==> src/hw/rv_isa_pkg.sv <==
`default_nettype none

package rv_isa_pkg;

	// data and address word
	typedef logic [31:0] word_t;
	typedef logic [4:0] reg_addr_t;
	typedef logic [2:0] funct3_t;
	typedef logic [6:0] funct7_t;

	// major opcodes of the supported subset
	typedef enum logic [6:0] {
		op_reg    = 7'b0110011,
		op_imm    = 7'b0010011,
		op_load   = 7'b0000011,
		op_store  = 7'b0100011,
		op_branch = 7'b1100011,
		op_jal    = 7'b1101111
	} opcode_e;

	// funct3 of register and immediate alu ops
	localparam funct3_t add_sub = 3'b000;
	localparam funct3_t slt     = 3'b010;
	localparam funct3_t xor_op  = 3'b100;
	localparam funct3_t or_op   = 3'b110;
	localparam funct3_t and_op  = 3'b111;

	// only branch condition kept
	localparam funct3_t beq = 3'b000;

	// funct7 that turns add into sub
	localparam funct7_t funct7_sub = 7'b0100000;

	// opcode zero matches no case in decode
	localparam word_t nop_instr = 32'h0000_0000;

endpackage

`default_nettype wire

==> src/hw/rv_pipe_pkg.sv <==
`default_nettype none

package rv_pipe_pkg;

	// alu_add first so an all-zero bundle adds
	typedef enum logic [2:0] {
		alu_add,
		alu_sub,
		alu_and,
		alu_or,
		alu_xor,
		alu_slt
	} alu_op_e;

	// decoded control carried from decode into execute
	typedef struct packed {
		logic    reg_write;
		logic    mem_read;
		logic    mem_write;
		logic    alu_src_imm;
		logic    is_branch;
		logic    is_jal;
		alu_op_e alu_op;
	} ctrl_t;

	// operand source in execute
	typedef enum logic [1:0] {
		fwd_none,
		fwd_mem,
		fwd_wb
	} fwd_sel_e;

endpackage

`default_nettype wire

==> src/hw/exmem_if.sv <==
`timescale 1ns/1ns
`default_nettype none

interface exmem_if;
	import rv_isa_pkg::*;

	// a bubble has all three control bits low
	logic      reg_write;
	logic      mem_read;
	logic      mem_write;
	reg_addr_t rd;
	word_t     alu_result;
	word_t     store_data;

	modport producer (
		output reg_write, mem_read, mem_write, rd, alu_result, store_data
	);

	modport consumer (
		input reg_write, mem_read, mem_write, rd, alu_result, store_data
	);
endinterface

`default_nettype wire

==> src/hw/decode_unit.sv <==
`timescale 1ns/1ns
`default_nettype none

module decode_unit (
	input  logic                  clock,
	input  logic                  reset,
	input  rv_isa_pkg::word_t     id_pc,
	input  rv_isa_pkg::word_t     id_instr,
	input  logic                  flush,
	input  logic                  stall,
	input  rv_isa_pkg::word_t     rs1_data,
	input  rv_isa_pkg::word_t     rs2_data,
	output rv_isa_pkg::reg_addr_t rs1,
	output rv_isa_pkg::reg_addr_t rs2,
	output rv_pipe_pkg::ctrl_t    ex_ctrl,
	output rv_isa_pkg::word_t     ex_pc,
	output rv_isa_pkg::word_t     ex_a,
	output rv_isa_pkg::word_t     ex_b,
	output rv_isa_pkg::word_t     ex_imm,
	output rv_isa_pkg::reg_addr_t ex_rs1,
	output rv_isa_pkg::reg_addr_t ex_rs2,
	output rv_isa_pkg::reg_addr_t ex_rd
);
	import rv_isa_pkg::*;
	import rv_pipe_pkg::*;

	opcode_e   opcode;
	funct3_t   funct3;
	funct7_t   funct7;
	reg_addr_t rd;
	ctrl_t     ctrl;
	word_t     imm;

	assign opcode = opcode_e'(id_instr[6:0]);
	assign funct3 = id_instr[14:12];
	assign funct7 = id_instr[31:25];
	assign rs1    = id_instr[19:15];
	assign rs2    = id_instr[24:20];
	assign rd     = id_instr[11:7];

	// main control, anything outside the subset becomes a bubble
	always_comb begin
		ctrl = '0;
		case (opcode)
			op_reg: begin
				ctrl.reg_write = 1'b1;
				case (funct3)
					add_sub: ctrl.alu_op = (funct7 == funct7_sub) ? alu_sub : alu_add;
					slt:     ctrl.alu_op = alu_slt;
					xor_op:  ctrl.alu_op = alu_xor;
					or_op:   ctrl.alu_op = alu_or;
					and_op:  ctrl.alu_op = alu_and;
					default: ctrl.reg_write = 1'b0;
				endcase
			end
			op_imm: begin
				// addi only
				ctrl.reg_write   = (funct3 == add_sub);
				ctrl.alu_src_imm = 1'b1;
			end
			op_load: begin
				ctrl.reg_write   = 1'b1;
				ctrl.mem_read    = 1'b1;
				ctrl.alu_src_imm = 1'b1;
			end
			op_store: begin
				ctrl.mem_write   = 1'b1;
				ctrl.alu_src_imm = 1'b1;
			end
			op_branch: ctrl.is_branch = (funct3 == beq);
			op_jal: begin
				ctrl.reg_write = 1'b1;
				ctrl.is_jal    = 1'b1;
			end
			default: ctrl = '0;
		endcase
	end

	// immediate format follows the opcode, I type otherwise
	always_comb begin
		case (opcode)
			op_store:  imm = {{20{id_instr[31]}}, id_instr[31:25], id_instr[11:7]};
			op_branch: imm = {{20{id_instr[31]}}, id_instr[7], id_instr[30:25],
					id_instr[11:8], 1'b0};
			op_jal:    imm = {{12{id_instr[31]}}, id_instr[19:12], id_instr[20],
					id_instr[30:21], 1'b0};
			default:   imm = {{20{id_instr[31]}}, id_instr[31:20]};
		endcase
	end

	// bubble into execute on load-use or redirect
	always_ff @(posedge clock or negedge reset) begin
		if (!reset) begin
			ex_ctrl <= '0;
		end else if (flush || stall) begin
			ex_ctrl <= '0;
		end else begin
			ex_ctrl <= ctrl;
		end
	end

	always_ff @(posedge clock) begin
		ex_pc  <= id_pc;
		ex_a   <= rs1_data;
		ex_b   <= rs2_data;
		ex_imm <= imm;
		ex_rs1 <= rs1;
		ex_rs2 <= rs2;
		ex_rd  <= rd;
	end
endmodule

`default_nettype wire

==> src/hw/execute_unit.sv <==
`timescale 1ns/1ns
`default_nettype none

module execute_unit (
	input  logic                  clock,
	input  logic                  reset,
	input  rv_pipe_pkg::ctrl_t    ex_ctrl,
	input  rv_isa_pkg::word_t     ex_pc,
	input  rv_isa_pkg::word_t     ex_a,
	input  rv_isa_pkg::word_t     ex_b,
	input  rv_isa_pkg::word_t     ex_imm,
	input  rv_isa_pkg::reg_addr_t ex_rs1,
	input  rv_isa_pkg::reg_addr_t ex_rs2,
	input  rv_isa_pkg::reg_addr_t ex_rd,
	input  logic                  wb_en,
	input  rv_isa_pkg::reg_addr_t wb_rd,
	input  rv_isa_pkg::word_t     wb_data,
	exmem_if.producer             mem,
	output logic                  redirect,
	output rv_isa_pkg::word_t     redirect_target
);
	import rv_isa_pkg::*;
	import rv_pipe_pkg::*;

	fwd_sel_e fwd_a;
	fwd_sel_e fwd_b;
	word_t    op_a;
	word_t    op_b;
	word_t    alu_b;
	word_t    alu_out;
	word_t    result;

	// memory stage holds the younger result, so it wins
	function automatic fwd_sel_e fwd_source(input reg_addr_t rs, input reg_addr_t mem_rd,
			input logic mem_wr, input reg_addr_t wb_dst, input logic wb_wr);
		fwd_sel_e sel;
		sel = fwd_none;
		if (rs != '0 && mem_wr && mem_rd == rs) begin
			sel = fwd_mem;
		end else if (rs != '0 && wb_wr && wb_dst == rs) begin
			sel = fwd_wb;
		end
		return sel;
	endfunction

	function automatic word_t fwd_mux(input fwd_sel_e sel, input word_t reg_val,
			input word_t mem_val, input word_t wb_val);
		case (sel)
			fwd_mem: return mem_val;
			fwd_wb:  return wb_val;
			default: return reg_val;
		endcase
	endfunction

	always_comb begin
		fwd_a = fwd_source(ex_rs1, mem.rd, mem.reg_write, wb_rd, wb_en);
		fwd_b = fwd_source(ex_rs2, mem.rd, mem.reg_write, wb_rd, wb_en);
		op_a  = fwd_mux(fwd_a, ex_a, mem.alu_result, wb_data);
		op_b  = fwd_mux(fwd_b, ex_b, mem.alu_result, wb_data);
	end

	assign alu_b = ex_ctrl.alu_src_imm ? ex_imm : op_b;

	always_comb begin
		case (ex_ctrl.alu_op)
			alu_sub: alu_out = op_a - alu_b;
			alu_and: alu_out = op_a & alu_b;
			alu_or:  alu_out = op_a | alu_b;
			alu_xor: alu_out = op_a ^ alu_b;
			alu_slt: alu_out = {31'd0, $signed(op_a) < $signed(alu_b)};
			default: alu_out = op_a + alu_b;
		endcase
	end

	// jal writes its return address
	assign result = ex_ctrl.is_jal ? ex_pc + 32'd4 : alu_out;

	assign redirect        = ex_ctrl.is_jal || (ex_ctrl.is_branch && op_a == op_b);
	assign redirect_target = ex_pc + ex_imm;

	always_ff @(posedge clock or negedge reset) begin
		if (!reset) begin
			mem.reg_write <= 1'b0;
			mem.mem_read  <= 1'b0;
			mem.mem_write <= 1'b0;
		end else begin
			mem.reg_write <= ex_ctrl.reg_write;
			mem.mem_read  <= ex_ctrl.mem_read;
			mem.mem_write <= ex_ctrl.mem_write;
		end
	end

	always_ff @(posedge clock) begin
		mem.rd         <= ex_rd;
		mem.alu_result <= result;
		mem.store_data <= op_b;
	end
endmodule

`default_nettype wire

==> src/hw/fetch_unit.sv <==
`timescale 1ns/1ns
`default_nettype none

module fetch_unit #(
	parameter rv_isa_pkg::word_t reset_vector = '0
) (
	input  logic              clock,
	input  logic              reset,
	input  logic              stall,
	input  logic              redirect,
	input  rv_isa_pkg::word_t redirect_target,
	input  rv_isa_pkg::word_t instr,
	output rv_isa_pkg::word_t pc,
	output rv_isa_pkg::word_t id_pc,
	output rv_isa_pkg::word_t id_instr
);
	import rv_isa_pkg::*;

	word_t pc_next;

	// a taken branch or jal wins over a load-use hold
	always_comb begin
		if (redirect) begin
			pc_next = redirect_target;
		end else if (stall) begin
			pc_next = pc;
		end else begin
			pc_next = pc + 32'd4;
		end
	end

	always_ff @(posedge clock or negedge reset) begin
		if (!reset) begin
			pc <= reset_vector;
		end else begin
			pc <= pc_next;
		end
	end

	// fetch/decode register, the word itself acts as control
	always_ff @(posedge clock or negedge reset) begin
		if (!reset) begin
			id_instr <= nop_instr;
		end else if (redirect) begin
			id_instr <= nop_instr;
		end else if (!stall) begin
			id_instr <= instr;
		end
	end

	always_ff @(posedge clock) begin
		if (!stall) begin
			id_pc <= pc;
		end
	end
endmodule

`default_nettype wire

==> src/hw/hazard_unit.sv <==
`timescale 1ns/1ns
`default_nettype none

module hazard_unit (
	input  logic                  ex_mem_read,
	input  rv_isa_pkg::reg_addr_t ex_rd,
	input  rv_isa_pkg::reg_addr_t rs1,
	input  rv_isa_pkg::reg_addr_t rs2,
	input  logic                  redirect,
	output logic                  stall,
	output logic                  flush
);
	logic rd_match;
	logic load_use;

	// rs2 is compared even for I type, an extra stall is harmless
	assign rd_match = (ex_rd == rs1) || (ex_rd == rs2);

	// load data only exists after the memory stage
	assign load_use = ex_mem_read && (ex_rd != 5'd0) && rd_match;

	// decode is discarded on redirect, so no hold then
	assign stall = load_use && !redirect;
	assign flush = redirect;
endmodule

`default_nettype wire

==> src/hw/mem_wb_unit.sv <==
`timescale 1ns/1ns
`default_nettype none

module mem_wb_unit (
	input  logic                  clock,
	input  logic                  reset,
	input  rv_isa_pkg::word_t     data_rdata,
	exmem_if.consumer             mem,
	output rv_isa_pkg::word_t     data_addr,
	output rv_isa_pkg::word_t     data_wdata,
	output logic                  data_wen,
	output logic                  data_ren,
	output logic                  wb_en,
	output rv_isa_pkg::reg_addr_t wb_rd,
	output rv_isa_pkg::word_t     wb_data
);
	import rv_isa_pkg::*;

	logic  wb_load;
	word_t wb_rdata;
	word_t wb_alu;

	// data memory answers within the cycle
	assign data_addr  = mem.alu_result;
	assign data_wdata = mem.store_data;
	assign data_wen   = mem.mem_write;
	assign data_ren   = mem.mem_read;

	always_ff @(posedge clock or negedge reset) begin
		if (!reset) begin
			wb_en   <= 1'b0;
			wb_load <= 1'b0;
		end else begin
			// writes to x0 die here
			wb_en   <= mem.reg_write && mem.rd != '0;
			wb_load <= mem.mem_read;
		end
	end

	always_ff @(posedge clock) begin
		wb_rd    <= mem.rd;
		wb_rdata <= data_rdata;
		wb_alu   <= mem.alu_result;
	end

	assign wb_data = wb_load ? wb_rdata : wb_alu;
endmodule

`default_nettype wire

==> src/hw/reg_file.sv <==
`timescale 1ns/1ns
`default_nettype none

module reg_file (
	input  logic                   clock,
	input  logic                   reset,
	input  rv_isa_pkg::reg_addr_t  rs1,
	input  rv_isa_pkg::reg_addr_t  rs2,
	input  logic                   wb_en,
	input  rv_isa_pkg::reg_addr_t  wb_rd,
	input  rv_isa_pkg::word_t      wb_data,
	output rv_isa_pkg::word_t      rs1_data,
	output rv_isa_pkg::word_t      rs2_data
);
	import rv_isa_pkg::*;

	// x0 has no storage
	word_t regs [1:31];

	always_ff @(posedge clock or negedge reset) begin
		if (!reset) begin
			for (int i = 1; i < 32; i++) begin
				regs[i] <= '0;
			end
		end else if (wb_en && wb_rd != '0) begin
			regs[wb_rd] <= wb_data;
		end
	end

	function automatic word_t read_port(input reg_addr_t addr);
		if (addr == '0) begin
			return '0;
		end else if (wb_en && wb_rd == addr) begin
			// write-first, writeback result seen by decode this cycle
			return wb_data;
		end
		return regs[addr];
	endfunction

	always_comb begin
		rs1_data = read_port(rs1);
		rs2_data = read_port(rs2);
	end
endmodule

`default_nettype wire

==> src/hw/rv_core.sv <==
`timescale 1ns/1ns
`default_nettype none

module rv_core #(
	parameter rv_isa_pkg::word_t reset_vector = '0
) (
	input  logic              clock,
	input  logic              reset,
	input  rv_isa_pkg::word_t instr,
	input  rv_isa_pkg::word_t data_rdata,
	output rv_isa_pkg::word_t pc,
	output rv_isa_pkg::word_t data_addr,
	output rv_isa_pkg::word_t data_wdata,
	output logic              data_wen,
	output logic              data_ren
);
	import rv_isa_pkg::*;
	import rv_pipe_pkg::*;

	// fetch to decode
	word_t     id_pc;
	word_t     id_instr;

	// register file reads
	reg_addr_t rs1;
	reg_addr_t rs2;
	word_t     rs1_data;
	word_t     rs2_data;

	// decode to execute
	ctrl_t     ex_ctrl;
	word_t     ex_pc;
	word_t     ex_a;
	word_t     ex_b;
	word_t     ex_imm;
	reg_addr_t ex_rs1;
	reg_addr_t ex_rs2;
	reg_addr_t ex_rd;

	// hazard and redirect
	logic      stall;
	logic      flush;
	logic      redirect;
	word_t     redirect_target;

	// writeback
	logic      wb_en;
	reg_addr_t wb_rd;
	word_t     wb_data;

	exmem_if ex_mem ();

	fetch_unit #(.reset_vector(reset_vector)) fetch0 (.*);

	reg_file regs0 (.*);

	decode_unit decode0 (.*);

	hazard_unit hazard0 (
		.*,
		.ex_mem_read(ex_ctrl.mem_read)
	);

	execute_unit execute0 (
		.*,
		.mem(ex_mem)
	);

	mem_wb_unit mem_wb0 (
		.*,
		.mem(ex_mem)
	);
endmodule

`default_nettype wire

==> config.mk <==
export PLATFORM = sky130hd
export DESIGN_NAME = rv_core
export DESIGN_NICKNAME = d
export VERILOG_FILES = /design/src/hw/rv_isa_pkg.sv /design/src/hw/rv_pipe_pkg.sv /design/src/hw/exmem_if.sv /design/src/hw/decode_unit.sv /design/src/hw/execute_unit.sv /design/src/hw/fetch_unit.sv /design/src/hw/hazard_unit.sv /design/src/hw/mem_wb_unit.sv /design/src/hw/reg_file.sv /design/src/hw/rv_core.sv
export SDC_FILE = /design/constraint.sdc
export NUM_CORES = 2
export LEC_CHECK = 0
export ABC_CLOCK_PERIOD_IN_PS = 6300
export BUFFER_PORTS_ARGS = -buffer_cell sky130_fd_sc_hd__buf_2
export CORE_ASPECT_RATIO = 0.9
export CORE_MARGIN = 2
export CORE_UTILIZATION = 45
export CTS_CLUSTER_SIZE = 10
export DETAILED_ROUTE_END_ITERATION = 8
export SLEW_MARGIN = 10
export SYNTH_ARGS = -nofsm -noshare
export SYNTH_HDL_FRONTEND = slang
export SYNTH_SLANG_ARGS = --single-unit
==> constraint.sdc <==
create_clock -name clock -period 6.3 [get_ports clock]
set_input_delay 0.63 -clock clock [delete_from_list [all_inputs] [get_ports clock]]
set_output_delay 0.63 -clock clock [all_outputs]
set_load 0.05 [all_outputs]
---- Word level (Yosys, flattened, before mapping) ----
Cells that the tools add are included.
operators by class
  reduce and logical (&&, ||, !) cells .... 32
  divide/modulo/power cells ............... 0
  equality and inequality tests ........... 30
  order comparisons ....................... 5
  multiplexer cells ....................... 45
  $add $sub $neg .......................... 5
  bitwise operators ....................... 6
  shift operators ......................... 0
  multiply operators ...................... 0
operators with widths
  cell                                                             number
  992-bit bitwise mux                                              1
  32-bit two-way mux                                               18
  32-bit binary-select mux with 5-bit select                       2
  32-bit demux with 5-bit select                                   1
  32-bit case mux with 5 select lines                              1
  32-bit case mux with 2 select lines                              2
  32-bit by 3-bit adder with 32-bit output, second input constant  2
  32-bit adder                                                     2
  20-bit case mux with 3 select lines                              1
  5-bit == test                                                    8
  32-bit AND                                                       1
  32-bit == test                                                   1
  32-bit less-than comparator                                      1
  32-bit OR                                                        1
  32-bit subtractor                                                1
  32-bit bitwise XOR                                               1
  5-bit nonzero test                                               5
  7-bit by 6-bit == test with 1-bit output, second input constant  3
  6-bit greater-or-equal comparator, second input constant         3
  5-bit inverter with 6-bit output                                 3
  1-bit logical AND                                                17
  3-bit == test, second input constant                             5
  3-bit case mux with 5 select lines                               1
  7-bit == test, second input constant                             2
  other kinds (20)                                                 40
word-level totals
  bits of input ports ..................... 66
  memories kept ........................... 0
  memory bits (read-only) ................. 0
  output and inout bits ................... 98
  bits in writable memories ............... 0
  bits in registers ....................... 1372
  word-level logic and storage cells ...... 182
  bits in latches ......................... 0

---- Depth between registers and ports, before layout ----
  depth after elaboration ................. 14
  mapped depth ............................ 23
  mapped depth without buffers ............ 20

---- By module ----
A second synthesis with hierarchy kept.
second synthesis, totals
  cell total of the unflattened synthesis .. 6515
  area total of the unflattened synthesis .. 76359.5 um2
by module, submodules not included
  module        cells an instance  instances  area an instance (um2)  sequential area each (um2)
  reg_file      4136               1          54851.4                 24823.8
  execute_unit  1631               1          11521.0                 1456.4
  fetch_unit    334                1          4068.9                  2562.5
  decode_unit   220                1          3449.6                  2867.8
  mem_wb_unit   175                1          2329.7                  1431.4
  hazard_unit   19                 1          138.9                   0.0

---- Worst setup path after synthesis ----
OpenSTA, ideal clock, no wires.
  kind .................................... reg2reg
  start point ............................. register decode0.ex_rs2[1]
  end point ............................... register execute0.mem.alu_result[28]
  cell stages (with the launch flop) ...... 23
  clock period less this slack ............ 5.067 ns
  path slack .............................. 1.233 ns
  arrival time ............................ 4.932 ns
  library setup time ...................... 0.135 ns
  required time ........................... 6.165 ns
  path buffers ............................ 2
  cells stage by stage .................... dfxtp_1 -> or4_4 -> nor2_4 -> nor4_4 -> buf_6 -> buf_6 -> mux2i_1 -> o21ai_1 -> mux2_2 -> ha_1 -> inv_1 -> fa_1 -> nor2b_1 -> o2111a_1 -> o211ai_1 -> a21oi_1 -> a31oi_1 -> o41ai_2 -> a211oi_1 -> o31a_1 -> a22o_1 -> o21ai_1 -> a22oi_1
on the way
  word-level cells in the longest chain between the ends .. 11
  elaborated cells between the ends (all ways) .. 20
  those cells by class .................... add/sub: 2; eq/ne: 4; mux: 6; bitwise: 3; reduce/logical: 5
ends and longest elaborated chain
  element                                                                    RTL line                                RTL
  start: declaration                                                         decode_unit.sv:21                       output rv_isa_pkg::reg_addr_t ex_rs2,
  start signal: assignment                                                   decode_unit.sv:108                      ex_rs2 <= rs2;
  5-bit nonzero test                                                         execute_unit.sv:38, execute_unit.sv:40
  1-bit logical AND (2 in series)                                            execute_unit.sv:40                      end else if (rs != '0 && wb_wr && wb_dst == rs) begin
  2-bit two-way mux                                                          execute_unit.sv:40
  2-bit two-way mux *                                                        execute_unit.sv:38                      if (rs != '0 && mem_wr && mem_rd == rs) begin
  2-bit == test or 2-bit by 1-bit == test with 1-bit output (tied branches)  execute_unit.sv:48                      case (sel)
  32-bit case mux with 2 select lines *                                      execute_unit.sv:48
  net execute0.op_b[0]                                                       execute_unit.sv:28                      word_t op_b;
  32-bit two-way mux *                                                       execute_unit.sv:62                      assign alu_b = ex_ctrl.alu_src_imm ? ex_imm : op_b;
  32-bit adder or 32-bit subtractor (tied branches)                          execute_unit.sv:71, execute_unit.sv:66
  32-bit case mux with 5 select lines *                                      execute_unit.sv:65                      case (ex_ctrl.alu_op)
  32-bit two-way mux *                                                       execute_unit.sv:76                      assign result = ex_ctrl.is_jal ? ex_pc + 32'd4 : alu_out;
  net execute0.result[28]                                                    execute_unit.sv:31                      word_t result;
  end signal: assignment                                                     execute_unit.sv:95                      mem.alu_result <= result;
  end: declaration                                                           exmem_if.sv:16                          output reg_write, mem_read, mem_write, rd, alu_result, store_data
Mark *: on every way through the listed nets, which the timed path passes. The rest lies on a longest branch.
A chain may end at the register's enable or synchronous reset.

---- Worst setup path after layout ----
  start point ............................. register mem_wb0.wb_rd[3]
  end point ............................... register execute0.mem.alu_result[28]
on the way
  word-level cells in the longest chain between the ends .. 10
  elaborated cells between the ends (all ways) .. 22
  those cells by class .................... add/sub: 2; eq/ne: 6; mux: 9; bitwise: 3; reduce/logical: 2
ends and longest elaborated chain
  element                                                                    RTL line                                RTL
  start: declaration                                                         mem_wb_unit.sv:14                       output rv_isa_pkg::reg_addr_t wb_rd,
  start signal: assignment                                                   mem_wb_unit.sv:41                       wb_rd <= mem.rd;
  5-bit == test *                                                            execute_unit.sv:40
  1-bit logical AND *                                                        execute_unit.sv:40
  2-bit two-way mux *                                                        execute_unit.sv:40
  2-bit two-way mux *                                                        execute_unit.sv:38
  2-bit == test or 2-bit by 1-bit == test with 1-bit output (tied branches)  execute_unit.sv:48
  32-bit case mux with 2 select lines *                                      execute_unit.sv:48
  net execute0.op_b[2]                                                       execute_unit.sv:28
  32-bit two-way mux *                                                       execute_unit.sv:62
  32-bit adder or 32-bit subtractor (tied branches)                          execute_unit.sv:71, execute_unit.sv:66
  32-bit case mux with 5 select lines *                                      execute_unit.sv:65
  32-bit two-way mux *                                                       execute_unit.sv:76
  net execute0.result[28]                                                    execute_unit.sv:31
Marks and branches as above.

==> results.md <==
- Crit start category: register
- CTS sink cnt: 1372
- Synth cell types: 87
- Core Util, Final: 50.3%
- Vias per inst: slightly above 6
- Clk_lat worst skew: 800 ps
- Reg2reg setup slack: 400 ps
- Via count: between 50000 and 60000
- Worst Path Arrival: around 6600 ps
- Critical path buffers and inverters: 2
- Delay-heaviest family, CP: compound AO/OA/AOI/OAI gates
- TritonRoute pass-1 iters: 5
- Clock Skews: approximately 27 ps
- Comb pwr share: roughly 14%
- Fin crit period: 5900 ps
- Clk root buf: clkbuf_16
- HPWL after DPL: 153000 microns
- Initial antenna violation count: 6
- Seq/Total Area, Yosys: 46.1%
- Sw Ratio: between 20 and 30%
- MaxCap Viol Count: 0
- Synth Register Bits: about 1400
- Worst vdd ir: about 230 uV
- DR WL/cell: between 20 and 30 microns
- Leakage power: between 30 and 40 nW
- Inserted Clock Buffers: about 160
- CTS tree: built
- Sink of the worst hold path: mem_wb0.wb_rdata[17]$_DFF_P_
- Clk slew on worst S/H paths: 60 ps
- Ratio of cells with drive above 1 in the final layout: 19.7%
- CP cell instances: xnor2_1 > nand4_1 > nor4_4 > buf_12 > mux2i_1 > o21ai_0 > mux2_2 > ha_1 > nor2b_1 > o2111a_1 > o211ai_1 > a21oi_1 > a31oi_1 > o41ai_2 > buf_4 > a211oi_1 > o31a_1 > a22o_1 > o21ai_1 > a22oi_1
- Net Count, Synth: between 6000 and 7000
- Gr usage total: between 20% and 30%
- Die ar.: roughly 160000 sq um
- Ys Warns: 0
- Final max-slew violation count: 0
- Critical path type: register to register
- Overflow after GRT: 0
- Largest net degree at the start of global routing: approximately 160
- WP data required: around 7000 ps
- Core area: roughly 160000 sq um
- Crit path max fanout: 27
- Post-detailed-placement cell area: between 70000 and 80000 sq um
- Syn Inst Count: 6708
- Cell Count, Final, Fillers Out: just under 9000
- Chip height: approximately 380 microns
- Htree depth: 4
- Pwr/cell area: about 270 nW/um^2
- Most frequent cells in the layout: dfrtp_1 (1057), nor2_1 (882), a21oi_1 (802), nand2_1 (598), mux4_2 (576)
- Worst Hold Launch: data_rdata[17]
- Initial Util: a little under half
- R2R Path Start: mem_wb0.wb_rd[3]$_DFF_P_
- Commonest non-fill, non-tap cell in the layout: dfrtp_1
- Global-route wire length before repair: 358000 microns
- Relative slew margins: between 20% and 30%
- Design Area, Final: roughly 80000 sq um
- Fin Setup TNS: 0 ps
- Post-cts repair resize count: 0
- Sequential share of power: 45.5%
- Clk pwr share: about two fifths
- Worst min-delay path class: input port to register
- Sw Pwr: 6.23 mW
- Initial drt markers: ~5900
- I/O Pins: about 160
- # DRC: 0
- R2R depth: 20
- R2R Path End: execute0.mem.alu_result[28]$_DFF_P_
- ANT nets after route: 0
- Final Cycle Share: a little over nine tenths
- Fillers: 14400
- CP endpoint kind: register
- Worst hold path depth: 1
- CP peak stage delay: between 600 and 700 ps
- Vias in the first global route: between 50000 and 60000
- Pre-CTS worst setup slack: between 500 and 600 ps
- Clock Path Buffers: 3
- Drt total wl: approximately 240000 microns
- Dpl cells: between 8000 and 9000
- Synthesis-to-layout area growth: 11.2%
- Final Hold Slack: about 63 ps
- Internal: approximately 15 mW
- Post-synth EDFFs: 32
- Max frequency: 169 MHz
- Number of port buffers: around 160
- Cell area after technology mapping: 71900 sq um
- Final hold violation count: 0
- Outcome: complete, no violations
- Post-synthesis async set-or-reset flop share: 78.0%
- Ys flop type: dfrtp_1
- RSZ-0062 raised after global routing: no
- Crit-path slowest cell: dfxtp_1
- Power, Total: roughly 22 mW
- # nets final: between 6000 and 7000
- Avg Cell Area, Syn: about 11 sq um
- Tightest Pin Transition: ~1200 ps
- Gpl congestion: between 0.9 and 1
- Fin worst setup slack: roughly 400 ps
- Final setup fails: 0
- Num rows: 139
- Die width: 425 microns
## layer usage
layer	GRT usage, %	vias to the layer above	part of all wire, %
li1	-	23900	-
met1	42.0	27600	42
met2	45.1	2213	45
met3	5.63	417	7.8
met4	12.0	2	4.4
met5	0	-	0.0054
## flip-flops by register name, summed over array words and instances, names as in the netlist
name / cells
decode0.ex_a: 32
decode0.ex_b: 32
decode0.ex_ctrl: 9
decode0.ex_imm: 21
decode0.ex_pc: 32
decode0.ex_rd: 5
decode0.ex_rs1: 5
decode0.ex_rs2: 5
execute0.mem.alu_result: 32
execute0.mem.mem_read: 1
execute0.mem.mem_write: 1
execute0.mem.rd: 5
execute0.mem.reg_write: 1
execute0.mem.store_data: 32
fetch0.id_instr: 32
fetch0.id_pc: 32
fetch0.pc: 32
mem_wb0.wb_alu: 32
mem_wb0.wb_en: 1
mem_wb0.wb_load: 1
mem_wb0.wb_rd: 5
mem_wb0.wb_rdata: 32
regs0.regs: 992
## synthesized netlist by cell type (66+ instances only)
library cell     n  area [sq um]
a21oi_1        803          4020
a22o_1          66           578
buf_1           80           300
clkbuf_1       493          1850
dfrtp_1       1070         26800
dfxtp_1        270          5410
ha_1           129          1610
inv_1          115           432
mux2_2         122          1370
mux2i_1        189          1890
mux4_2         576         13000
nand2_1        609          2290
nor2_1         897          3370
o21ai_0        492          2460
xnor2_1        111           972
xor2_1          71           622
## worst register-to-register path: cells and delay by family, from the launching register on
kind | cells | cell delay, ps
AOI/OAI and AO/OA | 11 | 2530
and+or+nand+nor | 3 | 780
muxes | 2 | 720
DFF | 1 | 670
buffers and inverters | 2 | 460
adders and majority gates | 1 | 420
xor gates and xnor gates | 1 | 180
## layout make-up
class | instances | area (sq um) | share of cell area (%)
Sequential cell | 1372 | 33200 | 41.5
Clock inverter | 25 | 370 | 0.463
Tap cell | 2115 | 2650 | 3.31
Antenna cell | 1 | 2.50 | 0.00313
Clock buffer | 229 | 4390 | 5.48
Timing Repair Buffer | 351 | 2520 | 3.15
Multi-Input combinational cell | 4626 | 36500 | 45.6
Inverter | 116 | 435 | 0.544
## kinds of logic (layout without fill, tap and decap cells)
family                   count (synthesis)  in the layout  share of synthesized area (%)
multiplexers                           888            888                           22.6
other                                    0              1                              0
buffers and inverters                  710            721                           3.80
flip-flops                            1372           1372                           46.1
AND/OR/NAND/NOR                       1750           1750                           9.98
AO/OA/AOI/OAI                         1674           1674                           13.0
XOR/XNOR                               182            182                           2.22
adder cells (fa/ha/maj)                132            132                           2.33
## power groups by stage
| stage | logic [mW] | registers, mW | clock network (mW) |
|---|---|---|---|
| 5_1_grt | 3.26 | 9.83 | 9.20 |
| 6_report | 3.02 | 9.79 | 8.72 |
| 3_5_place_dp | 3.00 | 9.94 | 0 |
| 3_3_place_gp | 2.98 | 9.93 | 0 |
| 4_1_cts | 3.02 | 9.79 | 8.86 |
| 2_1_floorplan | 1.78 | 9.95 | 0 |
## repair_timing
action                                 in CTS  in global routing
buffers inserted                            0                  0
hold buffers                               26                  1
endpoints found under the hold margin     107                  1
## how the worst max path moves through the flow
stage / from / endpoint / depth (start not counted)
finish: mem_wb0.wb_rd[3]$_DFF_P_ / execute0.mem.alu_result[28]$_DFF_P_ / 20
global route: mem_wb0.wb_rd[3]$_DFF_P_ / execute0.mem.alu_result[28]$_DFF_P_ / 20
CTS: mem_wb0.wb_rd[3]$_DFF_P_ / execute0.mem.alu_result[28]$_DFF_P_ / 20
detailed placement: mem_wb0.wb_rd[3]$_DFF_P_ / execute0.mem.alu_result[28]$_DFF_P_ / 20
global placement: mem_wb0.wb_rd[3]$_DFF_P_ / execute0.mem.alu_result[28]$_DFF_P_ / 20
floorplan: decode0.ex_rs2[1]$_DFF_P_ / execute0.mem.alu_result[28]$_DFF_P_ / 22
Power figures use the tool's default switching activity.
